$ cat config.mk
export PLATFORM = sky130hd
export DESIGN_NAME = wordGameTop
export DESIGN_NICKNAME = d
export VERILOG_FILES = /design/src/hw/wordGamePkg.sv /design/src/hw/keyFilter.sv /design/src/hw/wordLoader.sv /design/src/hw/gameLogic.sv /design/src/hw/statusDisplay.sv /design/src/hw/wordGameTop.sv
export SDC_FILE = /design/constraint.sdc
export NUM_CORES = 1
export LEC_CHECK = 0
export BUFFER_PORTS_ARGS = -buffer_cell sky130_fd_sc_hd__buf_2
export CELL_PAD_IN_SITES_DETAIL_PLACEMENT = 2
export CELL_PAD_IN_SITES_GLOBAL_PLACEMENT = 2
export CORE_MARGIN = 2
export CORE_UTILIZATION = 30
export DETAILED_ROUTE_END_ITERATION = 6
export PLACE_DENSITY = 0.67
export SETUP_SLACK_MARGIN = 0.2
export SYNTH_ARGS = -nofsm -noshare
export SYNTH_HDL_FRONTEND = slang
export SYNTH_HIERARCHICAL = 1
export SYNTH_SLANG_ARGS = --single-unit
$ cat constraint.sdc
create_clock -name clk -period 3.4 [get_ports clk]
set_clock_uncertainty 0.05 [all_clocks]
set_input_delay 0.17 -clock clk [delete_from_list [all_inputs] [get_ports clk]]
set_output_delay 0.17 -clock clk [all_outputs]
set_load 0.01 [all_outputs]
$ cat src/hw/wordGamePkg.sv
package wordGamePkg;

    // ########################################
    // Word geometry
    // ########################################

    localparam int wordLen = 5;                    // Letters per word.
    localparam int letterW = 8;                    // ASCII code width.
    localparam int wordW   = wordLen * letterW;    // Packed word width.

    // ########################################
    // Scoring limits
    // ########################################

    localparam int countW      = 3;                // Correct and mistake counts.
    localparam int winCount    = 5;                // All positions revealed.
    localparam int maxMistakes = 6;

    // Unrevealed positions show an underscore.
    localparam logic [letterW-1:0] blankCode = 8'h5F;

    // Seven-segment patterns, gfedcba, active high.
    localparam logic [6:0] segDigits [8] = '{
        7'h3F,                                     // 0.
        7'h06,                                     // 1.
        7'h5B,                                     // 2.
        7'h4F,                                     // 3.
        7'h66,                                     // 4.
        7'h6D,                                     // 5.
        7'h7D,                                     // 6.
        7'h07                                      // 7.
    };

endpackage

$ cat src/hw/keyFilter.sv
`timescale 1ns/1ps

module keyFilter import wordGamePkg::*; (
    input  logic               clk,
    input  logic               nRst,
    input  logic [letterW-1:0] keyCode,
    input  logic               keyStrobe,
    output logic [letterW-1:0] letter,
    output logic               letterStrobe
);

    logic               isUpper;
    logic               isLower;
    logic [letterW-1:0] folded;

    assign isUpper = (keyCode >= 8'h41) && (keyCode <= 8'h5A);    // A to Z.
    assign isLower = (keyCode >= 8'h61) && (keyCode <= 8'h7A);    // a to z.

    // Clearing bit 5 would also work, but only inside the letter ranges.
    assign folded = isLower ? keyCode - 8'h20 : keyCode;

    // ########################################
    // Output register
    // ########################################

    always_ff @(posedge clk or negedge nRst) begin
        if (!nRst) begin
            letterStrobe <= 1'b0;
        end else begin
            letterStrobe <= keyStrobe && (isUpper || isLower);
        end
    end

    always_ff @(posedge clk) begin
        if (keyStrobe) begin
            letter <= folded;                        // Held between strobes.
        end
    end

endmodule

$ cat src/hw/wordLoader.sv
`timescale 1ns/1ps

module wordLoader import wordGamePkg::*; (
    input  logic               clk,
    input  logic               nRst,
    input  logic               setupMode,
    input  logic [letterW-1:0] letter,
    input  logic               letterStrobe,
    output logic [wordW-1:0]   word,
    output logic               wordReady
);

    logic [countW-1:0] loadCount;
    logic              setupModeQ;
    logic              shiftEn;
    logic              setupEntry;

    assign shiftEn    = setupMode && letterStrobe;
    assign setupEntry = setupMode && !setupModeQ;    // First cycle of setup.

    // ########################################
    // Load counter
    // ########################################

    always_ff @(posedge clk or negedge nRst) begin
        if (!nRst) begin
            setupModeQ <= 1'b0;
            loadCount  <= '0;
        end else begin
            setupModeQ <= setupMode;
            if (setupEntry) begin
                // A letter arriving on the entry cycle still counts.
                loadCount <= {{(countW - 1){1'b0}}, shiftEn};
            end else if (shiftEn && !wordReady) begin
                loadCount <= loadCount + 1'b1;     // Saturates at five.
            end
        end
    end

    // ########################################
    // Word shift register
    // ########################################

    // Newest letter enters the low byte, so the first one typed
    // ends up in the top byte after five strobes.
    always_ff @(posedge clk) begin
        if (shiftEn) begin
            word <= {word[wordW-letterW-1:0], letter};
        end
    end

    assign wordReady = (loadCount == countW'(wordLen));

endmodule

$ cat src/hw/gameLogic.sv
`timescale 1ns/1ps

module gameLogic import wordGamePkg::*; (
    input  logic               clk,
    input  logic               nRst,
    input  logic [wordW-1:0]   word,
    input  logic               wordReady,
    input  logic [letterW-1:0] letter,
    input  logic               letterStrobe,
    input  logic               startGame,
    input  logic               gameEnd,
    output logic               setupMode,
    output logic               ready,
    output logic               busy,
    output logic               mistake,
    output logic [countW-1:0]  correct,
    output logic [countW-1:0]  incorrect,
    output logic [wordLen-1:0] foundMask,
    output logic               winLamp,
    output logic               loseLamp
);

    typedef enum logic [3:0] {
        SETUP, FIRST, SCAN0, SCAN1, SCAN2, SCAN3, SCAN4, SCORE, IDLE
    } stateT;

    stateT              state;
    stateT              nextState;
    logic [letterW-1:0] guess;
    logic               guessPending;
    logic               acceptGuess;
    logic [2:0]         scanIdx;
    logic [letterW-1:0] scanByte;
    logic               scanHit;
    logic [countW-1:0]  hitCount;
    logic [wordLen-1:0] hitMask;
    logic               gameOver;

    assign setupMode = (state == SETUP);
    assign ready     = (state == FIRST) || (state == IDLE);
    assign busy      = (state >= SCAN0) && (state <= SCAN4);
    assign mistake   = (state == SCORE) && (hitCount == '0);

    // Only one guess may wait; the FSM takes it on the next edge.
    assign acceptGuess = ready && letterStrobe && !guessPending;

    assign gameOver = (correct == countW'(winCount)) ||
                      (incorrect == countW'(maxMistakes));

    // ########################################
    // Scan position
    // ########################################

    // Position 0 is the top byte, which pairs with mask bit 4.
    always_comb begin
        case (state)
            SCAN0:   scanIdx = 3'd4;
            SCAN1:   scanIdx = 3'd3;
            SCAN2:   scanIdx = 3'd2;
            SCAN3:   scanIdx = 3'd1;
            SCAN4:   scanIdx = 3'd0;
            default: scanIdx = 3'd0;
        endcase
    end

    assign scanByte = word[scanIdx*letterW +: letterW];
    assign scanHit  = busy && (scanByte == guess) && !foundMask[scanIdx];

    // ########################################
    // State machine
    // ########################################

    always_comb begin
        nextState = state;
        case (state)
            SETUP:   if (startGame && wordReady) nextState = FIRST;
            FIRST:   if (guessPending) nextState = SCAN0;
            SCAN0:   nextState = SCAN1;
            SCAN1:   nextState = SCAN2;
            SCAN2:   nextState = SCAN3;
            SCAN3:   nextState = SCAN4;
            SCAN4:   nextState = SCORE;
            SCORE:   nextState = IDLE;
            IDLE:    if (guessPending && !gameOver) nextState = SCAN0;
            default: nextState = SETUP;
        endcase
        if (gameEnd && (state != SETUP)) begin
            nextState = SETUP;                       // Host abort wins.
        end
    end

    always_ff @(posedge clk or negedge nRst) begin
        if (!nRst) begin
            state <= SETUP;
        end else begin
            state <= nextState;
        end
    end

    // ########################################
    // Scoring
    // ########################################

    always_ff @(posedge clk or negedge nRst) begin
        if (!nRst) begin
            guessPending <= 1'b0;
            hitCount     <= '0;
            hitMask      <= '0;
            correct      <= '0;
            incorrect    <= '0;
            foundMask    <= '0;
            winLamp      <= 1'b0;
            loseLamp     <= 1'b0;
        end else begin
            guessPending <= acceptGuess;
            case (state)
                SETUP: begin
                    hitCount  <= '0;
                    hitMask   <= '0;
                    correct   <= '0;
                    incorrect <= '0;
                    foundMask <= '0;
                    winLamp   <= 1'b0;
                    loseLamp  <= 1'b0;
                end
                SCAN0, SCAN1, SCAN2, SCAN3, SCAN4: begin
                    if (scanHit) begin
                        hitCount         <= hitCount + 1'b1;
                        hitMask[scanIdx] <= 1'b1;
                    end
                end
                SCORE: begin
                    foundMask <= foundMask | hitMask;
                    if (hitCount != '0) begin
                        correct <= correct + hitCount;
                    end else begin
                        incorrect <= incorrect + 1'b1;    // Nothing new revealed.
                    end
                end
                IDLE: begin
                    hitCount <= '0;
                    hitMask  <= '0;
                    winLamp  <= (correct == countW'(winCount));
                    loseLamp <= (incorrect == countW'(maxMistakes));
                end
                default: begin
                    hitCount <= '0;
                    hitMask  <= '0;
                end
            endcase
        end
    end

    always_ff @(posedge clk) begin
        if (acceptGuess) begin
            guess <= letter;
        end
    end

endmodule

$ cat src/hw/statusDisplay.sv
`timescale 1ns/1ps

module statusDisplay import wordGamePkg::*; (
    input  logic [wordW-1:0]   word,
    input  logic [wordLen-1:0] foundMask,
    input  logic [countW-1:0]  correct,
    input  logic [countW-1:0]  incorrect,
    output logic [wordW-1:0]   revealed,
    output logic [6:0]         segCorrect,
    output logic [6:0]         segIncorrect
);

    // ########################################
    // Revealed word
    // ########################################

    // Byte i of the word pairs with mask bit i.
    for (genvar i = 0; i < wordLen; i++) begin : gReveal
        assign revealed[i*letterW +: letterW] =
            foundMask[i] ? word[i*letterW +: letterW] : blankCode;
    end

    // ########################################
    // Count digits
    // ########################################

    assign segCorrect   = segDigits[correct];      // Three bits cover 0 to 7.
    assign segIncorrect = segDigits[incorrect];

endmodule

$ cat src/hw/wordGameTop.sv
`timescale 1ns/1ps

module wordGameTop import wordGamePkg::*; (
    input  logic               clk,
    input  logic               nRst,
    input  logic [letterW-1:0] keyCode,
    input  logic               keyStrobe,
    input  logic               startGame,
    input  logic               gameEnd,
    output logic               ready,
    output logic               busy,
    output logic               mistake,
    output logic [countW-1:0]  correct,
    output logic [countW-1:0]  incorrect,
    output logic [wordW-1:0]   revealed,
    output logic [6:0]         segCorrect,
    output logic [6:0]         segIncorrect,
    output logic               winLamp,
    output logic               loseLamp
);

    logic [letterW-1:0] letter;
    logic               letterStrobe;
    logic               setupMode;
    logic [wordW-1:0]   word;
    logic               wordReady;
    logic [wordLen-1:0] foundMask;

    keyFilter uKeyFilter (
        .clk          (clk),
        .nRst         (nRst),
        .keyCode      (keyCode),
        .keyStrobe    (keyStrobe),
        .letter       (letter),
        .letterStrobe (letterStrobe)
    );

    wordLoader uWordLoader (
        .clk          (clk),
        .nRst         (nRst),
        .setupMode    (setupMode),
        .letter       (letter),
        .letterStrobe (letterStrobe),
        .word         (word),
        .wordReady    (wordReady)
    );

    gameLogic uGameLogic (
        .clk          (clk),
        .nRst         (nRst),
        .word         (word),
        .wordReady    (wordReady),
        .letter       (letter),
        .letterStrobe (letterStrobe),
        .startGame    (startGame),
        .gameEnd      (gameEnd),
        .setupMode    (setupMode),
        .ready        (ready),
        .busy         (busy),
        .mistake      (mistake),
        .correct      (correct),
        .incorrect    (incorrect),
        .foundMask    (foundMask),
        .winLamp      (winLamp),
        .loseLamp     (loseLamp)
    );

    statusDisplay uStatusDisplay (
        .word         (word),
        .foundMask    (foundMask),
        .correct      (correct),
        .incorrect    (incorrect),
        .revealed     (revealed),
        .segCorrect   (segCorrect),
        .segIncorrect (segIncorrect)
    );

endmodule

# == Word-level counts from Yosys, hierarchy flattened ==
# Memories as Yosys holds them, arrays and structs flattened.
# Cells that the tools add are included.
# word_totals
mem_bits_ro,112
memories,2
output_inout_bits,65
regBits,87
latch_bits,0
inputBits,13
word_cells,125
ram_bits,0
# op_classes
multipliers,0
shift,1
eq_ne,18
magnitude_cmp,10
n_mux,33
reduce_logical,36
n_bitwise,5
n_addsub,5
div,0
# mem_list
name,words,word_bits,rd,rd_clocked_by_memory_dff,write_ports,line,rtl
(name not given),8,7,1,0,0,statusDisplay.sv:27,assign segCorrect = segDigits[correct];
(name not given),8,7,1,0,0,statusDisplay.sv:28,assign segIncorrect = segDigits[incorrect];
# op_table
cell,count
$mux W8,6
$shiftx A40 B7 Y8,1
$pmux W4 S9,1
$mux W7,4
$pmux W5 S2,2
$pmux W3 S2,3
$eq A4 B3 Y1 const B,4
$ge A8 B7 Y1 const B,2
$le A8 B7 Y1 const B,2
$logic_and A1 B1 Y1,16
$mux W4,4
$mux W3,5
$pmux W3 S4,1
$or A5 B5 Y5,2
$add A3 B1 Y3 const B,3
$eq A3 B3 Y1 const B,3
$eq A4 B2 Y1 const B,2
$eq A8 B8 Y1,1
$ge A4 B4 Y1 const B,2
$not A3 Y4,2
$sub A8 B6 Y8 const B,1
$reduce_and A2 Y1,3
$reduce_bool A2 Y1,3
$logic_not A1 Y1,5
other kinds (25),30

# == Longest topological paths before layout ==
# logic_depth
depth_word,9
mapped_depth,10
depth_no_buf,9

# == By module ==
# Netlist, hierarchy kept.
# by_module_without_submodules
mod,seq_area_each_um2,area_per_inst_um2,instances,cells_per_inst
gameLogic,890.9,2368.5,1,278
wordLoader,1301.2,1443.9,1,65
statusDisplay,0.0,530.5,1,78
keyFilter,265.3,409.1,1,27

# == Least setup slack after synthesis ==
# No wires, ideal clock.
# synth_path
path_kind,reg2reg
start,reg uGameLogic.state[1]
end,reg uWordLoader.word[0] (enable)
stages_incl_launch_ff,8
t_arrival_ps,2262
path_buffers,3
setup_ps,380
required_time_ps,2970
period_less_slack_ps,2692
path_slack_ps,708
path_cell_list,dfrtp_1 buf_4 buf_2 buf_1 nor2_1 nand3_1 inv_1 and2_2
# synth_between
elab_chain_cells,2
# synth_lines
item,line,rtl
from (decl),gameLogic.sv:27,stateT state;
from (signal assigned),gameLogic.sv:96,state <= nextState;
$logic_not A4 Y1,gameLogic.sv:39,assign setupMode = (state == SETUP);
net setupMode,wordGameTop.sv:24,logic setupMode;
$logic_and A1 B1 Y1,wordLoader.sv:18,assign shiftEn = setupMode && letterStrobe;
net uWordLoader.shiftEn,wordLoader.sv:15,logic shiftEn;
to (signal assigned),wordLoader.sv:48,"word <= {word[wordW-letterW-1:0], letter};"
to (decl),wordLoader.sv:9,"output logic [wordW-1:0] word,"
# The timed path passes the listed nets, and every way through them passes these cells.
# A chain may end at the register's enable or synchronous reset.

# == Worst setup path in the final report ==
# layout_path
start,reg uGameLogic.state[1]
end,reg uGameLogic.hitMask[3]
# layout_between
elab_chain_cells,9
word_cells_on_any_way,29
cone_classes,4 x order compare; 8 x eq/ne; 1 x shift; 7 x mux; 2 x bitwise; 7 x reduce/logical
# layout_lines
item,line,rtl
"parallel branches: the longest is 9 deep, another holds $shiftx A40 B7 Y8",-,
to (signal assigned),gameLogic.sv:119,hitMask <= '0;
"to (signal, indexed assignment)",gameLogic.sv:129,hitMask[scanIdx] <= 1'b1;
to (signal assigned),gameLogic.sv:142,hitMask <= '0;
to (decl),gameLogic.sv:36,logic [wordLen-1:0] hitMask;
# Parallel ways; which one is timed is not known. The select of a mux whose other input is x is not followed.

==> results.yml <==
synthesis:
  main_combinational_cell_family_by_area_after_synthesis: "simple AND/OR/NAND/NOR gates"
  synthMostInstantiatedCell: "sky130_fd_sc_hd__edfxtp_1"
  yosysTopAreaCellShare_pct: 35.4
  synth.cells.most_frequent: "56 x sky130_fd_sc_hd__edfxtp_1, 45 x sky130_fd_sc_hd__nand2b_1, 31 x sky130_fd_sc_hd__dfrtp_1"
  synth_compound_gate_area_share_pct: 13.6
  yosys_register_bits: 87
  yosys_most_used_dff: "sky130_fd_sc_hd__edfxtp_1"
  top_area_cells_in_the_synthesized_netlist: "sky130_fd_sc_hd__edfxtp_1 35%, sky130_fd_sc_hd__dfrtp_1 16%, sky130_fd_sc_hd__nand2b_1 5.9%"
  ys_seq_area_share_pct: 51.7
  synth-simple-area-share_pct: 23.1
  post_synth_instance_area_um2: 4750
  mappedNetlistNets: 483
  synth_fa_ha_area_share_pct: 5.95
  average_cell_area_after_synthesis_um2: 10.6
  yosys_warnings: 6
  synth_enable_flop_cells: 56
  synthMuxAreaShare_pct: 1.05
  share_of_synthesized_registers_carrying_an_async_set_or_reset_pct: 35.6
  syn_inst: 448
  synth_top_area_cell: "sky130_fd_sc_hd__edfxtp_1"
  synth_xor_area_share_pct: 0.922
  synth_cell_type_count: 66
clock_tree:
  tritoncts: "built"
  cts_buffers: 9
  maximum_root_to_sink_buffer_count: 2
  clk-insertion-delay-late_ps: 350
  cts-htree-levels: 3
  clkTransAtPathRegs_ps: 70
  post_cts_setup_repair_buffer_count: 0
  cts-root-buf: "sky130_fd_sc_hd__clkbuf_16"
  numClockSinks: 87
global_routing:
  grt_first_pass_wirelength_mm: 23.6
  antenna_found_initial: 0
  global_route.usage.total_pct: 18.3
  grt_max_degree: 42
  first_global_vias: 4085
  globalRoute.totalOverflow: 0
placed_design:
  gp_congestion: 0.800
  hpwlAfterDp_mm: 10.9
  placement_stage_cell_area_um2: 5460
  place.port_buffers: 77
worst_setup_path:
  cp_slowest_cell: "sky130_fd_sc_hd__or4b_1"
  crit_arrival_ps: 3100
  cpPeakStageDelay_ps: 530
  timing.reg2reg.setup_slack_ps: 480
  r2r-end: "uGameLogic/hitMask[3]$_DFFE_PN0P_"
  critical_path_required_ps: 3580
  reg2reg_from: "uGameLogic/state[1]$_DFFE_PN0P_"
  critical_path.startpoint_type: "flip-flop"
  reg2regPathDepth: 8
  worstPathCellList: "buf_4 -> or4b_1 -> o21ai_0 -> nor4_1 -> a211oi_1 -> nand4_1 -> or2_0 -> o41ai_1"
  timing.critical_path.to_type: "flip-flop"
  path_class: "flip-flop to flip-flop"
  worstPathMaxFanout: 27
min_path:
  min_to: "uKeyFilter/letterStrobe$_DFF_PN0_"
  min_path_cells: 2
  hold_path_class: "input port to flip-flop"
  min_from: "keyCode[7]"
cells_and_area:
  finish.utilization_pct: 36.9
  antenna_cells_inserted: 0
  finalNetCount: 573
  drive_above_1_share_pct: 21.9
  syn_to_final_growth_pct: 21.6
  finish.instance_area_um2: 5780
power_and_ir_drop:
  power.density_nw_per_um2: 427
  total_leakage_power_nw: 2.21
  vdd_ir_drop_max_uv: 226
timing:
  max_freq_mhz: 342
  setup_viol_count_final: 0
  finalCritPeriodShare_pct: 85.9
  setup_repair_after_global_routing_missed_its_margin: "false"
  worst_slew_pin_slew_ps: 727
  final-hold-violation-count: 0
  slew_viol_final: 0
  relSlewSlack_pct: 51.5
  timing.final.crit_period_ps: 2920
  tns_ps: 0
  fin_worst_hold_slack_ps: 2.91
floorplan:
  design.core.area_um2: 15700
  fp.dieArea_um2: 16900
  dieWidth_um: 130
  floorplan.io_pins: 78
  die_height_um: 130
  placement_rows: 46
  floorplan.initialDensity_pct: 30.4
routing:
  drtPass1Iterations: 5
  postRouteWirelength_mm: 14.8
  detailroute.via_count: 3865
  drc: 0
  number_of_drc_violations_after_detailed_routing_iteration_0: 206
  drt-wirelength-per-cell_um: 19.5
  via_per_inst: 5.09
  route.antenna.remaining_nets: 0
run:
  timing.max_cap.violations: 0
outcome:
  run_status: "complete, no violations"
[per-layer routing]
layer / up-vias / track usage, % / share of wire (%)
li1: 1809 / - / -
met1: 1965 / 24.8 / 46
met2: 72 / 29.8 / 48
met3: 19 / 2.62 / 3.6
met4: 0 / 6.96 / 2.3
met5: - / 0 / 0
[worst max-delay path, delay by kind of cell (launching register included)]
kind,cells,cell delay [ps]
AOI/OAI and AO/OA,3,750
and+or+nand+nor,4,1380
buffers and inverters,1,270
DFF,1,350
[kinds of logic (layout without fill, tap and decap cells)]
logic type / after synthesis / after routing
AOI/OAI and AO/OA: 96 / 96
xor gates and xnor gates: 5 / 5
adders and majority gates: 22 / 22
buffers and inverters: 42 / 137
DFF: 87 / 87
muxes: 5 / 5
and+or+nand+nor: 191 / 191
[cell type report]
class	instances	area, µm²
Multi-Input combinational cell	319	2120
Clock inverter	7	66.3
Inverter	26	97.6
Clock buffer	9	225
Sequential cell	87	2460
Tap cell	216	270
Fill cell	1741	9880
Timing Repair Buffer	95	538
[cells in the final DEF, fill, tap and decap left out, drive strengths merged, types with 4 or more instances in the layout]
cell    count
nor3       13
dfrtp      31
nand3       9
nor4        5
a31oi       5
mux2i       5
and2       12
nor2b      11
a21oi      26
inv        29
o22ai       5
nor2       31
o21ai      17
clkbuf      9
o211ai      5
edfxtp     56
buf        93
o31ai       4
nand2b     45
ha         21
nor4b       8
nor3b       4
nand2      30
[registers in the layout, indices dropped and copies added, names as in the netlist]
signal / cells
uGameLogic/correct: 3
uKeyFilter/letter: 8
uWordLoader/loadCount: 3
uWordLoader/word: 40
uGameLogic/winLamp: 1
uWordLoader/setupModeQ: 1
uGameLogic/hitCount: 3
uKeyFilter/letterStrobe: 1
uGameLogic/guessPending: 1
uGameLogic/guess: 8
uGameLogic/foundMask: 5
uGameLogic/state: 4
uGameLogic/loseLamp: 1
uGameLogic/hitMask: 5
uGameLogic/incorrect: 3
[power by group]
part	switching [W]	internal, W
Clock	0.000467	0.000512
Sequential	0.0000633	0.00119
Combinational	0.000143	0.0000937
[per-stage QoR]
stage	power (W)	std cells	worst slack, ps
final	0.00246	759	479
after global routing	0.00256	759	262
after global placement	0.00149	741	505
after detailed placement	0.00151	741	301
after floorplan	0.00140	448	708
after CTS	0.00250	759	313
[worst max path at each step]
stage	startpoint	endpoint	slack, ps	depth (start not counted)
after floorplan	uGameLogic/state[1]$_DFFE_PN0P_	uWordLoader/word[0]$_DFFE_PP_	710	7
after global placement	uGameLogic/state[0]$_DFFE_PN0P_	uGameLogic/hitCount[2]$_DFFE_PN0P_	510	7
after CTS	uGameLogic/state[0]$_DFFE_PN0P_	uGameLogic/hitMask[3]$_DFFE_PN0P_	310	8
final	uGameLogic/state[1]$_DFFE_PN0P_	uGameLogic/hitMask[3]$_DFFE_PN0P_	480	8
after detailed placement	uGameLogic/state[0]$_DFFE_PN0P_	uGameLogic/hitMask[3]$_DFFE_PN0P_	300	8
after global routing	uGameLogic/state[3]$_DFFE_PN0P_	uGameLogic/hitMask[3]$_DFFE_PN0P_	260	8
[what timing repair did]
action,CTS,global route
hold buffers,2,0
setup endpoints to repair,0,4
gates resized for setup,0,3
endpoints found under the hold margin,32,0
No activity file was read; power rests on OpenSTA's default activity.
